==> src/ras_pkg.sv <==
package ras_pkg;

  localparam int THREADS = 2;
  localparam int THR_W   = $clog2(THREADS);
  localparam int PC_W    = 47;
  localparam int LNK_W   = 16;

  typedef enum logic [1:0] {
    RAS_NONE = 2'd0,
    RAS_CALL = 2'd1,
    RAS_RET  = 2'd2
  } ras_kind_t;

  typedef logic [PC_W-1:0] ras_addr_t;

  // one branch decoder operation per cycle
  typedef struct packed {
    ras_kind_t              kind;
    logic [THR_W-1:0]       thread;
    logic [PC_W-1:0]        pc;     // fetch pc of the call
    logic [LNK_W-1:0]       lnk;
    logic                   trace;  // selects the sign-extended link rule
  } ras_op_t;

  typedef struct packed {
    logic [THR_W-1:0]       thread;
    ras_addr_t              target;
  } ras_pred_t;

  // registered push, one cycle behind the call
  typedef struct packed {
    logic                   wen;
    logic [THR_W-1:0]       thread;
    ras_addr_t              data;
  } ras_wr_t;

endpackage
==> src/ras_top.sv <==
`timescale 1ns/1ns

module ras_top #(
  parameter int DEPTH       = 16,
  parameter int PRED_DEPTH  = 4,
  parameter int OUT_CREDITS = 2
) (
  input  logic                      clk,
  input  logic                      rst,
  input  ras_pkg::ras_op_t          op,
  input  logic                      flush,
  input  logic [ras_pkg::THR_W-1:0] flush_thread,
  input  logic                      out_credit,
  output logic                      pred_valid,
  output ras_pkg::ras_pred_t        pred,
  output logic                      ret_credit
);
  import ras_pkg::*;

  ras_wr_t   wr;       // push from the link calculator
  ras_addr_t rd_data;  // popped entry, one cycle after the return

  ras_ptr #(
    .DEPTH(DEPTH)
  ) i_ptr (
    .clk          (clk),
    .rst          (rst),
    .op           (op),
    .flush        (flush),
    .flush_thread (flush_thread),
    .wr           (wr),
    .rd_data      (rd_data)
  );

  ras_link i_link (
    .clk          (clk),
    .rst          (rst),
    .op           (op),
    .flush        (flush),
    .flush_thread (flush_thread),
    .wr           (wr)
  );

  ras_merge #(
    .PRED_DEPTH  (PRED_DEPTH),
    .OUT_CREDITS (OUT_CREDITS)
  ) i_merge (
    .clk        (clk),
    .rst        (rst),
    .op         (op),
    .wr         (wr),
    .rd_data    (rd_data),
    .out_credit (out_credit),
    .pred_valid (pred_valid),
    .pred       (pred),
    .ret_credit (ret_credit)
  );

endmodule

==> src/ras_merge.sv <==
`timescale 1ns/1ns

module ras_merge #(
  parameter int PRED_DEPTH  = 4,
  parameter int OUT_CREDITS = 2
) (
  input  logic               clk,
  input  logic               rst,
  input  ras_pkg::ras_op_t   op,
  input  ras_pkg::ras_wr_t   wr,
  input  ras_pkg::ras_addr_t rd_data,
  input  logic               out_credit,
  output logic               pred_valid,
  output ras_pkg::ras_pred_t pred,
  output logic               ret_credit
);
  import ras_pkg::*;

  localparam int QW = $clog2(PRED_DEPTH);
  localparam int CW = $clog2(PRED_DEPTH + 1);
  localparam int KW = $clog2(OUT_CREDITS + 1);

  logic             ret_q;
  logic [THR_W-1:0] thr_q;
  logic             byp_q;
  ras_addr_t        byp_data_q;
  ras_pred_t        fresh;
  ras_pred_t        queue [PRED_DEPTH];
  logic [QW-1:0]    head;
  logic [QW-1:0]    tail;
  logic [CW-1:0]    count;
  logic [KW-1:0]    cred;
  logic             fire;

  always_ff @(posedge clk) begin
    if (rst) begin
      ret_q <= 1'b0;
    end else begin
      ret_q <= (op.kind == RAS_RET);
    end
  end

  // return right after a call on the same thread takes the fresh link
  always_ff @(posedge clk) begin
    if (op.kind == RAS_RET) begin
      thr_q      <= op.thread;
      byp_q      <= wr.wen && (wr.thread == op.thread);
      byp_data_q <= wr.data;
    end
  end

  assign fresh.thread = thr_q;
  assign fresh.target = byp_q ? byp_data_q : rd_data;

  always_ff @(posedge clk) begin
    if (ret_q) begin
      queue[tail] <= fresh;
    end
  end

  assign fire       = (count != '0) && (cred != '0);
  assign pred_valid = fire;
  assign pred       = queue[head];
  assign ret_credit = fire;  // one upstream credit per delivered prediction

  always_ff @(posedge clk) begin
    if (rst) begin
      head  <= '0;
      tail  <= '0;
      count <= '0;
      cred  <= KW'(OUT_CREDITS);
    end else begin
      if (ret_q) begin
        tail <= (tail == QW'(PRED_DEPTH - 1)) ? '0 : tail + QW'(1);
      end
      if (fire) begin
        head <= (head == QW'(PRED_DEPTH - 1)) ? '0 : head + QW'(1);
      end
      case ({ret_q, fire})
        2'b10:   count <= count + CW'(1);
        2'b01:   count <= count - CW'(1);
        default: count <= count;
      endcase
      case ({fire, out_credit})
        2'b10:   cred <= cred - KW'(1);
        2'b01:   cred <= cred + KW'(1);
        default: cred <= cred;
      endcase
    end
  end

  // upstream return credits keep the queue from filling
  a_no_overflow: assert property (@(posedge clk) disable iff (rst)
    ret_q && !fire |-> count < CW'(PRED_DEPTH));

  // consumer only returns credits it was given
  a_cred_max: assert property (@(posedge clk) disable iff (rst)
    out_credit |-> fire || cred < KW'(OUT_CREDITS));

endmodule

==> src/ras_link.sv <==
`timescale 1ns/1ns

module ras_link (
  input  logic                      clk,
  input  logic                      rst,
  input  ras_pkg::ras_op_t          op,
  input  logic                      flush,
  input  logic [ras_pkg::THR_W-1:0] flush_thread,
  output ras_pkg::ras_wr_t          wr
);
  import ras_pkg::*;

  localparam int HI_W = PC_W - 4;
  localparam int LK_W = LNK_W - 4;

  logic             call_q;
  logic [THR_W-1:0] thr_q;
  logic [PC_W-1:0]  pc_q;
  logic [LNK_W-1:0] lnk_q;
  logic             trace_q;
  logic [HI_W-1:0]  offset;
  logic [HI_W-1:0]  hi;

  always_ff @(posedge clk) begin
    if (rst) begin
      call_q <= 1'b0;
    end else begin
      call_q <= (op.kind == RAS_CALL) && !(flush && flush_thread == op.thread);
    end
  end

  always_ff @(posedge clk) begin
    if (op.kind == RAS_CALL) begin
      thr_q   <= op.thread;
      pc_q    <= op.pc;
      lnk_q   <= op.lnk;
      trace_q <= op.trace;
    end
  end

  // trace adds the signed link, normal mode only carries link bit 4
  assign offset = trace_q ? {{(HI_W - LK_W){lnk_q[LNK_W-1]}}, lnk_q[LNK_W-1:4]}
                          : {{(HI_W - 1){1'b0}}, lnk_q[4]};
  assign hi     = pc_q[PC_W-1:4] + offset;

  assign wr.wen    = call_q && !(flush && flush_thread == thr_q);  // flush cancels the push
  assign wr.thread = thr_q;
  assign wr.data   = {hi, lnk_q[3:0]};

endmodule

==> src/ras_ptr.sv <==
`timescale 1ns/1ns

module ras_ptr #(
  parameter int DEPTH = 16
) (
  input  logic                     clk,
  input  logic                     rst,
  input  ras_pkg::ras_op_t         op,
  input  logic                     flush,
  input  logic [ras_pkg::THR_W-1:0] flush_thread,
  input  ras_pkg::ras_wr_t         wr,
  output ras_pkg::ras_addr_t       rd_data
);
  import ras_pkg::*;

  localparam int IW = $clog2(DEPTH);

  logic [IW-1:0] rd_ptr [THREADS];
  logic [IW-1:0] wr_ptr [THREADS];
  logic [IW-1:0] wr_slot;  // slot of the last push, used by the delayed write
  logic          blocked;
  logic          push;
  logic          pop;

  assign blocked = flush && (flush_thread == op.thread);  // same-thread op is dropped
  assign push    = (op.kind == RAS_CALL) && !blocked;
  assign pop     = (op.kind == RAS_RET) && !blocked;

  always_ff @(posedge clk) begin
    if (rst) begin
      for (int t = 0; t < THREADS; t++) begin
        rd_ptr[t] <= IW'(DEPTH - 1);
        wr_ptr[t] <= '0;
      end
    end else begin
      if (flush) begin
        rd_ptr[flush_thread] <= IW'(DEPTH - 1);
        wr_ptr[flush_thread] <= '0;
      end
      if (push) begin
        rd_ptr[op.thread] <= rd_ptr[op.thread] + IW'(1);  // wraps over the oldest entry
        wr_ptr[op.thread] <= wr_ptr[op.thread] + IW'(1);
      end else if (pop) begin
        rd_ptr[op.thread] <= rd_ptr[op.thread] - IW'(1);
        wr_ptr[op.thread] <= wr_ptr[op.thread] - IW'(1);
      end
    end
  end

  always_ff @(posedge clk) begin
    if (push) begin
      wr_slot <= wr_ptr[op.thread];
    end
  end

  ras_ram #(
    .DEPTH(DEPTH)
  ) i_ram (
    .clk     (clk),
    .rst     (rst),
    .rd_en   (pop),
    .rd_addr ({op.thread, rd_ptr[op.thread]}),
    .rd_data (rd_data),
    .wr_addr (wr_slot),
    .wr      (wr)
  );

  // an unknown thread would reset the wrong stack
  a_flush_thread_known: assert property (@(posedge clk) disable iff (rst)
    flush |-> !$isunknown(flush_thread));

endmodule

==> src/ras_ram.sv <==
`timescale 1ns/1ns

module ras_ram #(
  parameter int DEPTH = 16,
  localparam int IW = $clog2(DEPTH),
  localparam int AW = ras_pkg::THR_W + IW
) (
  input  logic               clk,
  input  logic               rst,
  input  logic               rd_en,
  input  logic [AW-1:0]      rd_addr,
  output ras_pkg::ras_addr_t rd_data,
  input  logic [IW-1:0]      wr_addr,
  input  ras_pkg::ras_wr_t   wr
);
  import ras_pkg::*;

  ras_addr_t     mem [THREADS*DEPTH];
  logic [AW-1:0] rd_addr_q;

  always_ff @(posedge clk) begin
    if (rst) begin
      rd_addr_q <= '0;
    end else if (rd_en) begin
      rd_addr_q <= rd_addr;
    end
  end

  always_ff @(posedge clk) begin
    if (wr.wen) begin
      mem[{wr.thread, wr_addr}] <= wr.data;  // thread selects the half
    end
  end

  // a write in the cycle before is already visible here
  assign rd_data = mem[rd_addr_q];

endmodule

==> config.mk <==
export PLATFORM = sky130hd
export DESIGN_NAME = ras_top
export DESIGN_NICKNAME = d
export VERILOG_FILES = /design/src/ras_pkg.sv /design/src/ras_top.sv /design/src/ras_merge.sv /design/src/ras_link.sv /design/src/ras_ptr.sv /design/src/ras_ram.sv
export SDC_FILE = /design/constraint.sdc
export NUM_CORES = 2
export LEC_CHECK = 0
export CAP_MARGIN = 20
export CORE_ASPECT_RATIO = 2
export CORE_MARGIN = 10
export CORE_UTILIZATION = 60
export DETAILED_ROUTE_END_ITERATION = 6
export DONT_BUFFER_PORTS = 1
export PLACE_DENSITY = 0.76
export SLEW_MARGIN = 20
export SYNTH_ARGS = -nofsm -noshare
export SYNTH_HDL_FRONTEND = slang
export SYNTH_SLANG_ARGS = --single-unit
==> constraint.sdc <==
create_clock -name clk -period 6.77 [get_ports clk]
set_input_delay 0.677 -clock clk [delete_from_list [all_inputs] [get_ports clk]]
set_output_delay 0.677 -clock clk [all_outputs]
set_load 0.02 [all_outputs]
==> results.md <==
- Run status: completed
- Delay of the slowest cell on the worst path: 0.71 ns
- Final nets: 3421
- Ports: 122
- Clk buf depth: 3
- Vertical extent of the die: 510 um
- Cell at the slowest stage of the critical path: xor2_4
- GRT Total Usage: 0.267
- Average wire per standard cell: 35.7 um
- Total number of yosys warnings: 0
- Total iterations of the first detailed-routing run: 6
- Time the worst path needs with I/O delays and setup: 4.55 ns
- RSZ-0062 raised after global routing: no
- Biggest area consumer among synthesized cells: edfxtp_1
- Yosys top cell area share: 0.762
- Reg2Reg Depth: 10
- Fraction of synthesized area in multiplexers: 0.172
- CTS buffer count: 149
- Commonest register cell after synthesis: edfxtp_1
- Worst Path Class, Setup: flop to flop
- CP Data Required Time: 7.20 ns
- Fin. Hold Viols: 0
- Number of nets still failing antenna checks after routing: 0
- First-pass GRT wire length: 256000 um
- Worst reg2reg endpoint: i_ptr.i_ram.mem[23][36]
- Synth Area in Compound Gates: 0.0136
- Slew margin rel.: 0.221
- Fraction of the yosys area taken by sequential cells: 0.769
- Synth top area cells: edfxtp_1, mux4_2, mux2i_1, dfxtp_1, nand2_1
- Leakage power: 24.3 nW
- Final worst-path cycle share: 0.672
- Max Fanout on Critical Path: 33
- Post-synthesis instance area: 71900 um^2
- Peak clock frequency supported by timing: 220 MHz
- Antenna violations before repair: 2
- Starting utilization of the core area: 0.604
- Critical hold path startpoint: op[64]
- Fraction of final layout cells with drive strength greater than 1: 0.265
- Clk root buf: clkbuf_16
- Area share of and/or/nand/nor cells after synthesis: 0.0230
- Total wirelength of the detailed-routed design: 178000 um
- Critical-path cell list: nand2_1 > fa_1 > nor2b_1 > o2111ai_1 > nand2_1 > a31oi_1 > a21oi_2 > o21ai_1 > o32ai_1 > xor2_4
- Routed via count divided by cell count: 7.01
- Asr flop ratio synth: 0
- Post-synthesis average cell area: 22.5 um^2
- Max Cap Viol: 0
- Total met2 wirelength after detailed routing: 92200 um
- Stages on worst setup path: 10
- First-iteration detailed-routing DRC count: 4627
- Core utilization of the finished layout: 0.673
- Vias in the first global route: 35844
- Register bit total from synthesis: 1849
- Setup violators final: 0
- Row count: 179
- Half-perimeter wire length after detailed placement: 87900 um
- Setup crit end kind: flop
- Count of clock tree sinks: 1849
- Adder and majority cell fraction of the synthesized area: 0.00494
- DIE AREA: 135000 um^2
- Congestion Overflow GR: 0
- Die W: 265 um
- Largest clock skew in the final design: 0.0233 ns
- CTS tree: done
- Dominant combinational cell family by area after synthesis: multiplexers
- Buffer and inverter count on the worst path: 0
- Met3 Wirelength: 18800 um
- Area of the core: 119000 um^2
- Xor and xnor area share after synthesis: 0.00682
- Quantity of gates resized following cts: 0
- Number of H-tree branching levels: 4
- Cells after synthesis: 3202
- Power per cell area: 299 nW/um^2
- Post-synthesis to final-layout area growth: 11.5%
- Met1 Wirelength: 58900 um
- Number of distinct library cell variants in the gate-level netlist after synthesis: 71
- Top Family by Delay on Critical Path: compound AO/OA/AOI/OAI gates
- Last weighted congestion value of the routability-driven placer: 0.849
- Final slew viol count: 0
- Remaining routing DRC violations: 0
- Worst min-delay path class: primary input to flop
- Pin count of the biggest net entering global routing: 145
- Critical register-to-register path startpoint: i_link.trace_q
- Total Negative Setup Slacks: 0 ns
- Least-Margin Pin Slew: 1.17 ns
- Worst setup path endpoint: i_ptr.i_ram.mem[23][36]
- Clock slew at reported path FFs: 0.06 ns
- Launch point of the critical path: i_link.trace_q
- Peak supply drop: 263 uV
- Cell seen most often among critical-path stages: nand2_1
- Crit path launch type: flop
- FF-to-FF setup slack: 2.22 ns
- Vias post-DR: 34942
- Top routing layer in use: met4
- Skew-Pair Late Insertion Delay: 0.77 ns
- Synthesized netlist net count: 3300
- Worst hold margin: 0.135 ns
- Count of input and output buffers: 0
- Post-synth EDFFs: 1826
- Arrival time at the worst endpoint: 4.98 ns
[power breakdown]
part           internal (mW)  total, mW  switching (mW)
clock network           4.88       8.82            3.95
logic                  0.808       2.06            1.25
registers               12.9       13.1           0.150
total                   18.6       24.0            5.35
[flip-flops by register name, summed over array words and instances (netlist names), 3 cells and up, named ones only]
register	flops
i_link.lnk_q	16
i_link.pc_q	43
i_merge.byp_data_q	47
i_merge.count	3
i_merge.queue	192
i_ptr.i_ram.mem	1504
i_ptr.i_ram.rd_addr_q	5
i_ptr.rd_ptr	8
i_ptr.wr_ptr	8
i_ptr.wr_slot	4
[stage by stage]
step	power, mW	std cells	setup WS, ns	area [um^2]
global route	24.6	4984	1.91	80200
CTS	24.1	4982	1.74	80000
global placement	15.2	4647	2.04	74400
finish	24.0	4987	2.22	80200
floorplan	14.8	3202	2.90	71900
detailed placement	15.4	4647	1.79	74500
[logic make-up (layout without fill, tap and decap cells)]
logic type      after synthesis  count (layout)
compound gates              149             149
xor+xnor                     56              56
simple gates                345             345
fa+ha+maj                    26              26
flops                      1849            1849
mux                         588             588
buf+inv                     189             432
other cells                   0               4
[synthesized netlist by cell type, types with 6 or more instances]
library cell  instances
a31oi_1               7
clkbuf_1             76
o21ai_0              10
xnor2_1              29
dfxtp_1              23
xor2_1               27
mux4_2              518
and2_1               25
nor2b_1               6
edfxtp_1           1826
mux2i_1              66
buf_2                52
nand2_1             104
nand4_1              11
o21ai_1              56
inv_1                20
nor4_1                8
a21o_1                6
nor2_1               96
nor3_1               15
or3_1                10
a211oi_1              7
a21oi_1              17
nand2b_1              6
ha_1                 22
and3_1               11
buf_1                36
nand3_1              31
[worst reg2reg max path: stages, from the launching register on]
cell and delay (ns):
edfxtp_1 0.61, nand2_1 0.17, fa_1 0.50, nor2b_1 0.19
o2111ai_1 0.18, nand2_1 0.26, a31oi_1 0.15, a21oi_2 0.51
o21ai_1 0.23, o32ai_1 0.66, xor2_4 0.71
[cell type report]
class | instances | area [um^2]
Inverter | 20 | 75.1
Clock buffer | 198 | 4070
Tap cell | 1538 | 1920
Sequential cell | 1849 | 55300
Multi-Input combinational cell | 1164 | 16700
Antenna cell | 4 | 10.0
Fill cell | 7002 | 38900
Clock inverter | 75 | 823
Timing Repair Buffer | 139 | 1310
[what timing repair did]
action,in CTS,in global routing
setup endpoints to repair,0,0
setup buffers,0,0
hold buffers,62,0
endpoints found under the hold margin,85,0
[cells in the final DEF (no fill, tap or decap), types with 8 or more instances in the layout]
master and count:
nand2_1 104, mux4_2 518, o21ai_0 10, o21ai_1 56, clkinv_2 21, bufinv_16 16
dfxtp_1 16, buf_4 68, nand3_1 31, xnor2_4 9, clkbuf_1 41, nand4_1 11
a21oi_1 17, nor2_1 63, and3_1 11, nor4_1 8, clkinv_1 25, xor2_4 16
xnor2_1 10, clkbuf_16 156, xnor2_2 10, nor3_1 15, ha_1 22, mux2i_1 66
dlygate4sd3_1 62, or3_1 10, and2_1 21, edfxtp_1 1826, inv_1 18, nor2_4 33
[worst min path at each step]
| stage | depth (start not counted) | end |
|---|---|---|
| 6_report | 2 | i_ptr.i_ram.rd_addr_q[4] |
| 5_1_grt | 2 | i_ptr.i_ram.rd_addr_q[4] |
| 4_1_cts | 2 | i_ptr.i_ram.rd_addr_q[4] |
| 3_5_place_dp | 2 | flop |
| 3_3_place_gp | 2 | flop |
| 2_1_floorplan | 2 | flop |
[layer usage]
layer | vias up | track usage
li1 | 13682 | -
met1 | 18302 | 0.332
met2 | 2493 | 0.452
met3 | 465 | 0.0583
met4 | 0 | 0.116
met5 | - | 0
Note: power is estimated with default switching activity, not from simulation.
